==> config.mk <==
export PLATFORM = sky130hd
export DESIGN_NAME = adc_rx_top
export DESIGN_NICKNAME = d
export VERILOG_FILES = /design/src/verilog/adc_pkg.sv /design/src/verilog/lane_bank.sv /design/src/verilog/frame_align.sv /design/src/verilog/sample_assembler.sv /design/src/verilog/spi_master.sv /design/src/verilog/adc_rx_top.sv
export SDC_FILE = /design/constraint.sdc
export NUM_CORES = 1
export LEC_CHECK = 0
export ABC_AREA = 1
export BUFFER_PORTS_ARGS = -buffer_cell sky130_fd_sc_hd__buf_2
export CAP_MARGIN = 20
export CORE_MARGIN = 3
export CORE_UTILIZATION = 30
export CTS_CLUSTER_SIZE = 14
export DETAILED_ROUTE_END_ITERATION = 8
export GPL_TIMING_DRIVEN = 0
export PLACE_DENSITY = 0.52
export SYNTH_ARGS = -nofsm -noshare
export SYNTH_HDL_FRONTEND = slang
export SYNTH_SLANG_ARGS = --single-unit
==> constraint.sdc <==
create_clock -name dco_clk -period 6.5 [get_ports dco_clk]
set_clock_uncertainty 0.2 [all_clocks]
set_input_delay 0.975 -clock dco_clk [delete_from_list [all_inputs] [get_ports dco_clk]]
set_output_delay 0.975 -clock dco_clk [all_outputs]
set_load 0.03 [all_outputs]
==> src/verilog/adc_pkg.sv <==
package adc_pkg;

	// ----------------------------------------------------------------------
	// lvds output format.
	// ----------------------------------------------------------------------
	localparam int lane_cnt       = 8;
	localparam int ser_ratio      = 8;
	localparam int chan_cnt       = 4;
	localparam int sample_width   = 16;
	localparam int lane_word_bits = lane_cnt * ser_ratio;
	localparam int bit_cnt_width  = $clog2(ser_ratio);

	// frame lane is high for the first half of each word.
	localparam logic [ser_ratio-1:0] frame_pattern = 8'hf0;
	// board polarity swaps, one bit per data lane.
	localparam logic [lane_cnt-1:0]  lane_invert   = 8'h00;

	// word alignment.
	localparam int lock_count   = 4;
	localparam int settle_words = 2;
	localparam int match_width  = $clog2(lock_count);
	localparam int settle_width = $clog2(settle_words + 1);

	// ----------------------------------------------------------------------
	// spi configuration port.
	// ----------------------------------------------------------------------
	localparam int spi_addr_width = 13;
	localparam int spi_data_width = 8;
	localparam int spi_frame_bits = 24;
	localparam int spi_instr_bits = spi_frame_bits - spi_data_width;
	localparam int spi_div        = 4;
	localparam int spi_div_width  = $clog2(spi_div);
	localparam int spi_cnt_width  = $clog2(spi_frame_bits);

	// spi master states.
	localparam logic [1:0] st_idle  = 2'd0;
	localparam logic [1:0] st_shift = 2'd1;
	localparam logic [1:0] st_done  = 2'd2;

endpackage

==> src/verilog/lane_bank.sv <==
`timescale 1ns/100ps

module lane_bank (
	input  logic                               dco_clk,
	input  logic                               reset,
	input  logic [adc_pkg::lane_cnt-1:0]       lane_in,
	input  logic                               frame_in,
	input  logic                               slip,
	output logic [adc_pkg::lane_word_bits-1:0] lane_words,
	output logic [adc_pkg::ser_ratio-1:0]      frame_word,
	output logic                               word_valid
);

	import adc_pkg::*;

	// index lane_cnt is the frame lane.
	logic [lane_cnt:0]        bits_in;
	logic [ser_ratio-1:0]     shift_q [lane_cnt+1];
	logic [ser_ratio-1:0]     next_word [lane_cnt+1];
	logic [bit_cnt_width-1:0] bit_cnt;
	logic                     boundary;

	assign bits_in  = {frame_in, lane_in ^ lane_invert};
	assign boundary = (bit_cnt == bit_cnt_width'(ser_ratio - 1)) && !slip;

	// first bit on the wire ends up in the msb.
	always_comb begin
		for (int i = 0; i <= lane_cnt; i++) begin
			next_word[i] = {shift_q[i][ser_ratio-2:0], bits_in[i]};
		end
	end

	always_ff @(posedge dco_clk) begin
		for (int i = 0; i <= lane_cnt; i++) begin
			shift_q[i] <= next_word[i];
		end
	end

	// a slip stalls the counter, moving the boundary one bit later.
	always_ff @(posedge dco_clk) begin
		if (reset) begin
			bit_cnt    <= '0;
			word_valid <= 1'b0;
		end else begin
			word_valid <= boundary;
			if (!slip)
				bit_cnt <= bit_cnt + 1'b1;
		end
	end

	always_ff @(posedge dco_clk) begin
		if (boundary) begin
			for (int i = 0; i < lane_cnt; i++) begin
				lane_words[i*ser_ratio +: ser_ratio] <= next_word[i];
			end
			frame_word <= next_word[lane_cnt];
		end
	end

endmodule

==> src/verilog/frame_align.sv <==
`timescale 1ns/100ps

module frame_align (
	input  logic                          dco_clk,
	input  logic                          reset,
	input  logic [adc_pkg::ser_ratio-1:0] frame_word,
	input  logic                          word_valid,
	output logic                          slip,
	output logic                          frame_locked
);

	import adc_pkg::*;

	logic [match_width-1:0]  match_cnt;
	logic [settle_width-1:0] settle_cnt;
	logic                    compare;
	logic                    match;

	// words arriving right after a slip are still shifting into place.
	assign compare = word_valid && (settle_cnt == '0);
	assign match   = (frame_word == frame_pattern);

	// only slip while hunting. a lost lock waits for the next mismatch.
	assign slip = compare && !match && !frame_locked;

	// ----------------------------------------------------------------------
	// lock tracking.
	// ----------------------------------------------------------------------
	always_ff @(posedge dco_clk) begin
		if (reset) begin
			match_cnt    <= '0;
			settle_cnt   <= '0;
			frame_locked <= 1'b0;
		end else if (word_valid) begin
			if (settle_cnt != '0) begin
				settle_cnt <= settle_cnt - 1'b1;
			end else if (match) begin
				if (!frame_locked) begin
					if (match_cnt == match_width'(lock_count - 1)) begin
						frame_locked <= 1'b1;
						match_cnt    <= '0;
					end else begin
						match_cnt <= match_cnt + 1'b1;
					end
				end
			end else begin
				match_cnt <= '0;
				if (frame_locked)
					frame_locked <= 1'b0;
				else
					settle_cnt <= settle_width'(settle_words);
			end
		end
	end

endmodule

==> src/verilog/sample_assembler.sv <==
`timescale 1ns/100ps

module sample_assembler (
	input  logic                               dco_clk,
	input  logic                               reset,
	input  logic [adc_pkg::lane_word_bits-1:0] lane_words,
	input  logic                               word_valid,
	input  logic                               frame_locked,
	output logic [adc_pkg::sample_width-1:0]   sample_a,
	output logic [adc_pkg::sample_width-1:0]   sample_b,
	output logic [adc_pkg::sample_width-1:0]   sample_c,
	output logic [adc_pkg::sample_width-1:0]   sample_d,
	output logic                               sample_valid
);

	import adc_pkg::*;

	logic [sample_width-1:0] sample_next [chan_cnt];
	logic                    valid_q;

	// odd lane of each pair is d1, its bits land on the odd sample bits.
	always_comb begin
		for (int ch = 0; ch < chan_cnt; ch++) begin
			for (int b = 0; b < ser_ratio; b++) begin
				sample_next[ch][2*b+1] = lane_words[(2*ch+1)*ser_ratio + b];
				sample_next[ch][2*b]   = lane_words[2*ch*ser_ratio + b];
			end
		end
	end

	// channel a sits on the top lane pair.
	always_ff @(posedge dco_clk) begin
		if (word_valid) begin
			sample_a <= sample_next[3];
			sample_b <= sample_next[2];
			sample_c <= sample_next[1];
			sample_d <= sample_next[0];
		end
	end

	always_ff @(posedge dco_clk) begin
		if (reset)
			valid_q <= 1'b0;
		else
			valid_q <= word_valid;
	end

	// word that breaks lock is dropped here.
	assign sample_valid = valid_q && frame_locked;

endmodule

==> src/verilog/spi_master.sv <==
`timescale 1ns/100ps

module spi_master (
	input  logic                               dco_clk,
	input  logic                               reset,
	input  logic                               cfg_req,
	input  logic                               cfg_rw,
	input  logic [adc_pkg::spi_addr_width-1:0] cfg_addr,
	input  logic [adc_pkg::spi_data_width-1:0] cfg_wdata,
	input  logic                               sdio_in,
	output logic                               cfg_ack,
	output logic [adc_pkg::spi_data_width-1:0] cfg_rdata,
	output logic                               csb,
	output logic                               sclk,
	output logic                               sdio_out,
	output logic                               sdio_oe
);

	import adc_pkg::*;

	logic [1:0]                state;
	logic [spi_div_width-1:0]  div_cnt;
	logic [spi_cnt_width-1:0]  bit_cnt;
	logic [spi_frame_bits-1:0] tx_q;
	logic [spi_data_width-1:0] rx_q;
	logic                      is_read;
	logic                      div_tick;

	assign div_tick = (div_cnt == spi_div_width'(spi_div - 1));
	assign sdio_out = tx_q[spi_frame_bits-1];

	// ----------------------------------------------------------------------
	// control fsm.
	// ----------------------------------------------------------------------
	always_ff @(posedge dco_clk) begin
		if (reset) begin
			state   <= st_idle;
			div_cnt <= '0;
			bit_cnt <= '0;
			is_read <= 1'b0;
			csb     <= 1'b1;
			sclk    <= 1'b0;
			sdio_oe <= 1'b1;
			cfg_ack <= 1'b0;
		end else begin
			case (state)
				st_idle: begin
					if (cfg_req) begin
						state   <= st_shift;
						csb     <= 1'b0;
						div_cnt <= '0;
						bit_cnt <= '0;
						is_read <= cfg_rw;
					end
				end
				st_shift: begin
					div_cnt <= div_tick ? '0 : div_cnt + 1'b1;
					if (div_tick) begin
						sclk <= !sclk;
						// falling edge closes one bit.
						if (sclk) begin
							bit_cnt <= bit_cnt + 1'b1;
							if (is_read && bit_cnt == spi_cnt_width'(spi_instr_bits - 1))
								sdio_oe <= 1'b0;
							if (bit_cnt == spi_cnt_width'(spi_frame_bits - 1))
								state <= st_done;
						end
					end
				end
				st_done: begin
					// csb rises one cycle after the last sclk fall.
					if (!csb) begin
						csb     <= 1'b1;
						sdio_oe <= 1'b1;
						cfg_ack <= 1'b1;
					end else if (!cfg_req) begin
						cfg_ack <= 1'b0;
						state   <= st_idle;
					end
				end
				default: state <= st_idle;
			endcase
		end
	end

	// ----------------------------------------------------------------------
	// shift path.
	// ----------------------------------------------------------------------
	always_ff @(posedge dco_clk) begin
		if (state == st_idle && cfg_req) begin
			// rw, two zero width bits, address, then data.
			tx_q <= {cfg_rw, 2'b00, cfg_addr, cfg_wdata};
		end else if (state == st_shift && div_tick) begin
			if (sclk)
				tx_q <= {tx_q[spi_frame_bits-2:0], 1'b0};
			else if (is_read && bit_cnt >= spi_cnt_width'(spi_instr_bits))
				rx_q <= {rx_q[spi_data_width-2:0], sdio_in};
		end
	end

	always_ff @(posedge dco_clk) begin
		if (state == st_done && !csb && is_read)
			cfg_rdata <= rx_q;
	end

endmodule

==> src/verilog/adc_rx_top.sv <==
`timescale 1ns/100ps

module adc_rx_top (
	input  logic                               dco_clk,
	input  logic                               reset,
	input  logic                               d0a,
	input  logic                               d1a,
	input  logic                               d0b,
	input  logic                               d1b,
	input  logic                               d0c,
	input  logic                               d1c,
	input  logic                               d0d,
	input  logic                               d1d,
	input  logic                               fco,
	input  logic                               cfg_req,
	input  logic                               cfg_rw,
	input  logic [adc_pkg::spi_addr_width-1:0] cfg_addr,
	input  logic [adc_pkg::spi_data_width-1:0] cfg_wdata,
	input  logic                               sdio_in,
	output logic [adc_pkg::sample_width-1:0]   sample_a,
	output logic [adc_pkg::sample_width-1:0]   sample_b,
	output logic [adc_pkg::sample_width-1:0]   sample_c,
	output logic [adc_pkg::sample_width-1:0]   sample_d,
	output logic                               sample_valid,
	output logic                               frame_locked,
	output logic                               cfg_ack,
	output logic [adc_pkg::spi_data_width-1:0] cfg_rdata,
	output logic                               csb,
	output logic                               sclk,
	output logic                               sdio_out,
	output logic                               sdio_oe
);

	import adc_pkg::*;

	logic [lane_word_bits-1:0] lane_words;
	logic [ser_ratio-1:0]      frame_word;
	logic                      word_valid;
	logic                      slip;

	// ----------------------------------------------------------------------
	// receive path.
	// ----------------------------------------------------------------------
	// lane 0 is d0d, lane 7 is d1a.
	lane_bank i_lane_bank (
		.dco_clk    (dco_clk),
		.reset      (reset),
		.lane_in    ({d1a, d0a, d1b, d0b, d1c, d0c, d1d, d0d}),
		.frame_in   (fco),
		.slip       (slip),
		.lane_words (lane_words),
		.frame_word (frame_word),
		.word_valid (word_valid)
	);

	frame_align i_frame_align (
		.dco_clk      (dco_clk),
		.reset        (reset),
		.frame_word   (frame_word),
		.word_valid   (word_valid),
		.slip         (slip),
		.frame_locked (frame_locked)
	);

	sample_assembler i_sample_assembler (
		.dco_clk      (dco_clk),
		.reset        (reset),
		.lane_words   (lane_words),
		.word_valid   (word_valid),
		.frame_locked (frame_locked),
		.sample_a     (sample_a),
		.sample_b     (sample_b),
		.sample_c     (sample_c),
		.sample_d     (sample_d),
		.sample_valid (sample_valid)
	);

	// ----------------------------------------------------------------------
	// configuration port.
	// ----------------------------------------------------------------------
	spi_master i_spi_master (
		.dco_clk   (dco_clk),
		.reset     (reset),
		.cfg_req   (cfg_req),
		.cfg_rw    (cfg_rw),
		.cfg_addr  (cfg_addr),
		.cfg_wdata (cfg_wdata),
		.sdio_in   (sdio_in),
		.cfg_ack   (cfg_ack),
		.cfg_rdata (cfg_rdata),
		.csb       (csb),
		.sclk      (sclk),
		.sdio_out  (sdio_out),
		.sdio_oe   (sdio_oe)
	);

endmodule

* Yosys cells after proc, flatten, opt, wreduce, memory -nomap -nowiden *
Memory sizes are Yosys's and may differ from the RTL's.
Index checks and enable logic that the tools add are counted.

word-level totals
  latch bits = 0
  bits of input ports = 35
  register bits after elaboration = 200
  bits in read-only memories = 0
  bits in writable memories = 72
  output and inout bits = 79
  logic and storage cells = 127
  memories = 1

operators by class
  bitwise gates (word level) = 3
  shift-type cells = 0
  reduce and logical (&&, ||, !) cells = 38
  $lt $le $gt $ge = 1
  equal/unequal tests = 20
  div/mod/pow operators = 0
  multiplexer cells = 35
  $mul = 0
  $add $sub $neg = 5

memories
  name                 words  bits a word  read ports  clocked after Yosys merged registers in  write ports  RTL line         text
  i_lane_bank.shift_q  9      8            9           0                                        9            lane_bank.sv:18  logic [ser_ratio-1:0] shift_q [lane_cnt+1];

operators with widths
  cell                 count
  $mux 24              3
  $mux 2               14
  $reduce_and 2->1     8
  $mux 5               3
  $ne 2x2->1 const B   7
  $reduce_bool 2->1    6
  $logic_and 1x1->1    11
  $mux 1               10
  $ne 2x1->1 const B   5
  $pmux 5 s2           1
  $eq 8x8->1 const B   1
  $reduce_and 4->1     2
  $eq 2x2->1 const B   3
  $pmux 2 s3           1
  $reduce_and 3->1     2
  $reduce_and 6->1     1
  $add 5x1->5 const B  1
  $eq 5x4->1 const B   1
  $eq 5x5->1 const B   1
  $ge 5x5->1 const B   1
  $logic_not 1->1      5
  $reduce_and 5->1     1
  $add 2x1->2 const B  2
  $logic_not 2->1      2
  other kinds (7)      10

* Longest topological paths before layout *
Gate-level depths: netlist (run 1).

  depth in word-level cells = 6
  depth in mapped cells = 9
  gate-level depth less buffers = 9

* Modules after synthesis *
Synthesis (run 1) repeated with hierarchy kept, for this count alone.

unflattened totals
  cells, all modules = 497
  area total of the unflattened synthesis = 8171.6 um^2

modules (own cells, without submodules)
  module            instances  cells each  area an instance (um^2)
  lane_bank         1          160         3601.0
  spi_master        1          213         2227.1
  sample_assembler  1          69          1959.4
  frame_align       1          55          384.1

* Worst setup path before layout (run 1) *
Ideal clock, no wire load.

  path type = reg2reg
  start = reg i_lane_bank.word_valid
  end = reg i_lane_bank.frame_word[0] (netlist bit), enable pin
  slack = 2.557 ns
  cell stages (with the launch flop) = 6
  data required time = 5.724 ns
  arrival time = 3.167 ns
  clock period less this slack = 3.943 ns
  path buffers = 0
  path through = dfxtp_1 > nand2_1 > inv_1 > nand3_1 > nand2_1 > inv_1

on the way
  longest elaborated chain between the ends = 5

RTL lines
  what                             RTL line           text
  start, declared                  lane_bank.sv:11    output logic word_valid
  start signal, assigned           lane_bank.sv:45    word_valid <= boundary;
  $logic_and 1x1->1                frame_align.sv:20  assign compare = word_valid && (settle_cnt == '0);
  $logic_and 1x1->1 (2 in series)  frame_align.sv:24  assign slip = compare && !match && !frame_locked;
  $logic_not 1->1                  lane_bank.sv:24    assign boundary = (bit_cnt == bit_cnt_width'(ser_ratio - 1)) && !slip;
  $logic_and 1x1->1                lane_bank.sv:24
  named net i_lane_bank.boundary   lane_bank.sv:21    logic boundary;
  end signal, assigned             lane_bank.sv:56    frame_word <= next_word[lane_cnt];
  end, declared                    lane_bank.sv:10    output logic [adc_pkg::ser_ratio-1:0] frame_word,

The timed path passes the listed nets, and every way through them passes these cells.
A chain may end at the register's enable or synchronous reset.

* Worst setup path in the final report (run 1) *
  start = reg i_lane_bank.word_valid
  end = reg i_lane_bank.lane_words[16] (netlist bit), enable pin

on the way
  longest elaborated chain between the ends = 5

RTL lines
  what                             RTL line           text
  $logic_and 1x1->1                frame_align.sv:20
  $logic_and 1x1->1 (2 in series)  frame_align.sv:24
  $logic_not 1->1                  lane_bank.sv:24
  $logic_and 1x1->1                lane_bank.sv:24
  named net i_lane_bank.boundary   lane_bank.sv:21
  end signal, assigned by index    lane_bank.sv:54    lane_words[i*ser_ratio +: ser_ratio] <= next_word[i];
  end, declared                    lane_bank.sv:9     output logic [adc_pkg::lane_word_bits-1:0] lane_words,

The timed path passes the listed nets, and every way through them passes these cells.

==> results.toml, run 1 <==
[floorplan]
design.core.area_um2 = 26100
io_pins = 114
floorplan.initialDensity = 0.306
floorplan.die.height_um = 169
row_count = 59
die_w_um = 169
die_footprint_um2 = 28700

[timing]
slew_at_the_pin_closest_to_its_max_slew_limit_ps = 625
post-route-worst-setup-slack_ps = 4060
timing_hold_violations_final = 0
relSlewSlack = 0.580
layout_min_cycle_time_ps = 2440
layout_worst_path_cycle_share = 0.376
setup_viol = 0
grt_setup_unrepaired = "no"
achievable-frequency_mhz = 410
sum_neg_setup_slack_ps = 0
timing_max_transition_violations_final = 0

[setup_path]
required_ps = 6550
cp_max_fo = 46
r2r-end = "i_lane_bank.lane_words[16]"
crit_path_class = "reg2reg"
reg2reg_slack_ps = 4060
cp-start-kind = "register"
cp.arrival_ps = 2490
crit_path_end = "i_lane_bank.lane_words[16]"
critical_path.startpoint = "i_lane_bank.word_valid"
reg2regPathDepth = 7
regToRegStartpoint = "i_lane_bank.word_valid"
worst_setup_path_end_kind = "register"

[routing]
postRouteAntennaNets = 0
detail_route.first_pass.iterations = 4
wl_per_cell_um = 13.7
drc = 0
viasPerCell = 4.15
routed-via-count = 4074
detail_route.wirelength_um = 13500
drt_iter0_drc = 235

[power]
power.net_switching_uw = 692
seq_power_share = 0.509
clock_power_share = 0.472
p_comb_frac = 0.019
irDropWorstVdd_mv = 0.241
power_switching_share = 0.192
p_leak_nw = 3.86
cell_internal_pwr_mw = 2.92
finalPower_mw = 3.61
powerDensity_nw_per_um2 = 359

[cts]
post_cts_hold_buffer_count = 0
clock_pin_slew_on_the_worst_setup_and_hold_paths_ps = 60
h-tree-depth = 1
cts_max_path_buffers = 3
cts_made_buffers = 28
tritoncts_clock_tree = "built"
clock_sinks = 263
postCtsSetupBuffers = 0
clk_latency_ps = 520
root_buffer = "sky130_fd_sc_hd__clkbuf_16"
post_cts_resize_count = 0

[synthesis]
synth.cell_area_um2 = 8000
syn_inst = 480
synth.avg_cell_area_um2 = 16.7
synth_fp_nets = 523
synth-warning-count = 0
synth_cell_type_count = 24
synth_sequential_area_ratio = 0.876
ys_ff_latch = 263

[cells_and_area]
final_layout_size_suffix_gt1_frac = 0.272
layout_common_cells = "sky130_fd_sc_hd__edfxtp_1 (174), sky130_fd_sc_hd__buf_2 (116), sky130_fd_sc_hd__nand2_1 (100)"
num-nets-final = 668
final_common_cell = "sky130_fd_sc_hd__edfxtp_1"
antenna_cells_inserted = 0
syn2layout_area_growth_pct = 25.8

[global_route]
gr-usage-all-layers = 0.0919
initial_antenna_violation_count = 1
grt-ovfl-total = 0
first_global_vias = 4280
wire_length_of_the_first_global_routing_pass_um = 21400
grt_max_degree = 47

[placed_design]
placement.setup.worst_slack_ps = 3710
post-dp-hpwl_um = 8530
final_wtd_congestion = 0.763
io_buffer_count = 112

[outcome]
outcome = "finished, final reports clean"

[flow_run]
cap_violations = 0

[worst_hold_path]
class_of_the_tightest_hold_or_removal_check = "reg2reg"
[per-layer routing]
| metal | GRT usage | wire length (um) |
|---|---|---|
| met5 | 0 | 11 |
| met4 | 0.0341 | 374 |
| met3 | 0.0370 | 1210 |
| met2 | 0.155 | 6450 |
| met1 | 0.106 | 5420 |
[cell type report]
type / instances / area (um2)
fillers: 2451 / 16100
flip-flops and latches: 263 / 7010
multi-input cells: 178 / 843
clock buffers: 34 / 764
repair buffers: 115 / 621
well taps: 335 / 419
clock inverters: 18 / 250
inverters: 33 / 126
plain buffers: 6 / 26.3
[Yosys cell counts]
| library cell | count | share of area |
|---|---|---|
| sky130_fd_sc_hd__a21oi_1 | 17 | 0.011 |
| sky130_fd_sc_hd__a22o_1 | 1 | 0.0011 |
| sky130_fd_sc_hd__and3_1 | 1 | 0.00078 |
| sky130_fd_sc_hd__buf_2 | 3 | 0.0019 |
| sky130_fd_sc_hd__clkbuf_1 | 3 | 0.0014 |
| sky130_fd_sc_hd__dfxtp_1 | 89 | 0.22 |
| sky130_fd_sc_hd__edfxtp_1 | 174 | 0.65 |
| sky130_fd_sc_hd__ha_1 | 8 | 0.013 |
| sky130_fd_sc_hd__inv_1 | 28 | 0.013 |
| sky130_fd_sc_hd__inv_2 | 5 | 0.0023 |
| sky130_fd_sc_hd__nand2_1 | 100 | 0.047 |
| sky130_fd_sc_hd__nand3_1 | 9 | 0.0056 |
| sky130_fd_sc_hd__nand4_1 | 6 | 0.0047 |
| sky130_fd_sc_hd__nor2_1 | 20 | 0.0094 |
| sky130_fd_sc_hd__nor2_2 | 1 | 0.00078 |
| sky130_fd_sc_hd__nor2_4 | 1 | 0.0014 |
| sky130_fd_sc_hd__nor2_8 | 1 | 0.0025 |
| sky130_fd_sc_hd__nor3_1 | 1 | 0.00062 |
| sky130_fd_sc_hd__nor4_1 | 1 | 0.00078 |
| sky130_fd_sc_hd__o211ai_1 | 1 | 0.00094 |
| sky130_fd_sc_hd__o21ai_0 | 7 | 0.0044 |
| sky130_fd_sc_hd__o22ai_1 | 1 | 0.00078 |
| sky130_fd_sc_hd__or2_0 | 1 | 0.00078 |
| sky130_fd_sc_hd__or2_2 | 1 | 0.00078 |
[per-stage QoR]
stage | std cells | utilization | hold WS [ps] | cell area, um2
floorplan | 480 | - | 127 | 8000
global placement | 927 | 0.344 | 127 | 8980
detailed placement | 930 | 0.346 | 133 | 9050
CTS | 982 | 0.385 | 145 | 10100
global route | 982 | 0.385 | 145 | 10100
finish | 982 | 0.385 | 145 | 10100
[worst min-delay path by stage]
stage	start	to	slack (ps)	cells after the start
3_5_place_dp	i_lane_bank.shift_q[0][26]	i_lane_bank.shift_q[0][27]	130	0
2_1_floorplan	i_lane_bank.shift_q[0][9]	i_lane_bank.shift_q[0][10]	130	0
6_report	i_lane_bank.shift_q[0][59]	i_lane_bank.shift_q[0][60]	140	0
4_1_cts	i_lane_bank.shift_q[0][60]	i_lane_bank.shift_q[0][61]	150	0
5_1_grt	i_lane_bank.shift_q[0][60]	i_lane_bank.shift_q[0][61]	140	0
3_3_place_gp	i_lane_bank.shift_q[0][61]	i_lane_bank.shift_q[0][62]	130	0
[critical path, cell delays in order (launching register included)]
cell                      delay (ps)
sky130_fd_sc_hd__dfxtp_4         610
sky130_fd_sc_hd__buf_16          300
sky130_fd_sc_hd__nand2_1         110
sky130_fd_sc_hd__inv_1           140
sky130_fd_sc_hd__nand3_1         180
sky130_fd_sc_hd__nand2_1         170
sky130_fd_sc_hd__inv_4           170
sky130_fd_sc_hd__buf_16          260
[sequential cells by signal, indices dropped and copies added (netlist names), 2 cells and up]
| signal | count |
|---|---|
| i_lane_bank.lane_words | 64 |
| i_lane_bank.shift_q | 63 |
| i_spi_master.tx_q | 24 |
| i_sample_assembler.sample_a | 16 |
| i_sample_assembler.sample_b | 16 |
| i_sample_assembler.sample_c | 16 |
| i_sample_assembler.sample_d | 16 |
| i_lane_bank.frame_word | 8 |
| i_spi_master.cfg_rdata | 8 |
| i_spi_master.rx_q | 8 |
| i_spi_master.bit_cnt | 5 |
| i_lane_bank.bit_cnt | 3 |
| i_frame_align.match_cnt | 2 |
| i_frame_align.settle_cnt | 2 |
| i_spi_master.div_cnt | 2 |
| i_spi_master.state | 2 |
[power groups by stage]
stage	Clock, mW	Combinational [mW]	Sequential, mW
floorplan	0	0.0381	1.87
CTS	1.77	0.0699	1.84
global placement	0	0.0650	1.87
detailed placement	0	0.0694	1.87
global route	1.83	0.0785	1.84
finish	1.70	0.0688	1.84
[cells by family (layout without fill, tap and decap cells)]
family          after synthesis  in the layout  synth area share
flops                       263            263             0.876
simple gates                143            143            0.0751
buf+inv                      39            206            0.0188
compound gates               27             27            0.0178
fa+ha+maj                     8              8            0.0125
Power figures use the tool's default switching activity.
==> inputs of run 2 (changes only) <==
Settings changed: PLACE_DENSITY 0.52 to 0.54.
Clock period 6.5 ns to 2 ns, I/O delays scaled along.
==> results.toml, run 2 (synthesis gave the netlist of run 1 again) <==
[floorplan]
io_pins = 114
design.core.area_um2 = 26100
die_footprint_um2 = 28700
floorplan.die.height_um = 169
row_count = 59
die_w_um = 169
floorplan.initialDensity = 0.306

[power]
p_leak_nw = 3.94
powerDensity_nw_per_um2 = 1060
irDropWorstVdd_mv = 0.657
finalPower_mw = 10.9

[cells_and_area]
largest_reg_flops = 64
largest_register = "i_lane_bank.lane_words"
layout_common_cells = "sky130_fd_sc_hd__edfxtp_1 (174), sky130_fd_sc_hd__buf_2 (115), sky130_fd_sc_hd__nand2_1 (97)"
antenna_cells_inserted = 0
num-nets-final = 706
final_layout_size_suffix_gt1_frac = 0.262
final_common_cell = "sky130_fd_sc_hd__edfxtp_1"
syn2layout_area_growth_pct = 29.1
biggestRegsByFlops = "i_lane_bank.lane_words x64, i_lane_bank.shift_q x63, i_spi_master.tx_q x24"
final_core_utilization = 0.395
fill_cells = 2467

[setup_path]
reg2reg_slack_ps = 130
crit_path_class = "reg2reg"
cp.arrival_ps = 1920
crit_path_cell_chain = "inv_1 -> ha_1 -> nand2_2 -> inv_2 -> nand3_4 -> nand2_4 -> clkinvlp_4 -> buf_12"
worst_path_max_delay_cell = "sky130_fd_sc_hd__dfxtp_1"
cp_max_fo = 38
r2r-end = "i_lane_bank.lane_words[16]"
worst_setup_path_end_kind = "register"
regToRegStartpoint = "i_frame_align.settle_cnt[0]"
reg2regPathDepth = 8
path_delay_family = "buffers and inverters"
path_buf_inv = 4
required_ps = 2050
critical_path.max_stage_delay_ps = 300
critical_path.startpoint = "i_frame_align.settle_cnt[0]"
cp-start-kind = "register"

[routing]
drt_iter0_drc = 161
wl_per_cell_um = 14.0
detail_route.wirelength_um = 14300
viasPerCell = 4.15
postRouteAntennaNets = 0
routed-via-count = 4225
detail_route.first_pass.iterations = 4
drc = 0

[cts]
clock_pin_slew_on_the_worst_setup_and_hold_paths_ps = 60
clk_latency_ps = 520
tritoncts_clock_tree = "built"
root_buffer = "sky130_fd_sc_hd__clkbuf_16"
cts_max_path_buffers = 3
clock_sinks = 263
cts_made_buffers = 27
h-tree-depth = 1

[timing]
layout_worst_path_cycle_share = 0.934
post-route-worst-setup-slack_ps = 131
layout_min_cycle_time_ps = 1870
grt_setup_unrepaired = "no"
timing_max_transition_violations_final = 0
slew_at_the_pin_closest_to_its_max_slew_limit_ps = 658
achievable-frequency_mhz = 535
timing_hold_violations_final = 0
relSlewSlack = 0.560
sum_neg_setup_slack_ps = 0
setup_viol = 0

[worst_hold_path]
hold_depth = 0
hold_end = "i_lane_bank.shift_q[0][57]"
worstHoldStart = "i_lane_bank.shift_q[0][56]"
class_of_the_tightest_hold_or_removal_check = "reg2reg"

[global_route]
wire_length_of_the_first_global_routing_pass_um = 22800
gr-usage-all-layers = 0.0993
grt-ovfl-total = 0
grt_max_degree = 39
first_global_vias = 4452
initial_antenna_violation_count = 0

[outcome]
outcome = "finished, final reports clean"

[flow_run]
cap_violations = 0

[placed_design]
final_wtd_congestion = 0.792
io_buffer_count = 112
post-dp-hpwl_um = 8630
placement.setup.worst_slack_ps = -1220
run 2: changes by cell type in the layout (fill, tap and decap cells not counted), moves of 3 or more:
cell,delta
sky130_fd_sc_hd__bufinv_16,-5
sky130_fd_sc_hd__clkbuf_1,+4
sky130_fd_sc_hd__clkinv_2,-3
sky130_fd_sc_hd__dlygate4sd3_1,+35
sky130_fd_sc_hd__nand2_1,-3
run 2: worst register-to-register path: cells and delay by family, from the launching register on:
family	cells	cell delay (ps)
DFF	1	300
buffers and inverters	4	510
and+or+nand+nor	3	320
adders and majority gates	1	210
run 2: worst max-delay path by stage:
stage,to,cells past startpoint,slack [ps]
floorplan,i_lane_bank.frame_word[0],5,-820
global placement,i_lane_bank.lane_words[16],5,-1760
detailed placement,i_lane_bank.lane_words[16],6,-1220
CTS,i_spi_master.bit_cnt[3],8,4
global route,i_lane_bank.lane_words[57],8,4
finish,i_lane_bank.lane_words[16],8,130
run 2: layout make-up:
class,instances,area (um2),area share
repair inverters,1,7.51,0.000727
clock buffers,38,757,0.0733
repair buffers,153,1000,0.0973
inverters,33,130,0.0126
clock inverters,11,88.8,0.00860
plain buffers,6,26.3,0.00254
well taps,335,419,0.0406
flip-flops and latches,263,7010,0.679
multi-input cells,178,886,0.0858
run 2: layer usage:
metal / global-route usage / vias to the layer above / wire [um]
met1: 0.117 / 2034 / 5930
met3: 0.0338 / 31 / 1120
met2: 0.170 / 114 / 6870
met4: 0.0359 / 0 / 342
li1: - / 2046 / -
met5: 0 / - / 0
run 2: metrics by stage:
step | hold WS, ps | instances | area (um2)
after floorplan | 127 | 480 | 8040
after global placement | 128 | 927 | 9020
after detailed placement | 134 | 928 | 9040
after CTS | 143 | 1018 | 10300
after global routing | 146 | 1018 | 10300
final | 142 | 1018 | 10300
run 2: power by group:
part	total (mW)	internal [mW]	switching (mW)
logic	0.281	0.119	0.161
clock network	4.69	2.76	1.93
registers	5.97	5.91	0.0545
total	10.9	8.79	2.15
run 2: repair_timing:
action                                  in CTS  in global routing
hold buffers                                35                  0
setup buffers                                5                  0
endpoints found under the hold margin       47                  0
gates resized for setup                      4                  3
cloned                                       1                  0
endpoints found under the setup margin      80                 82
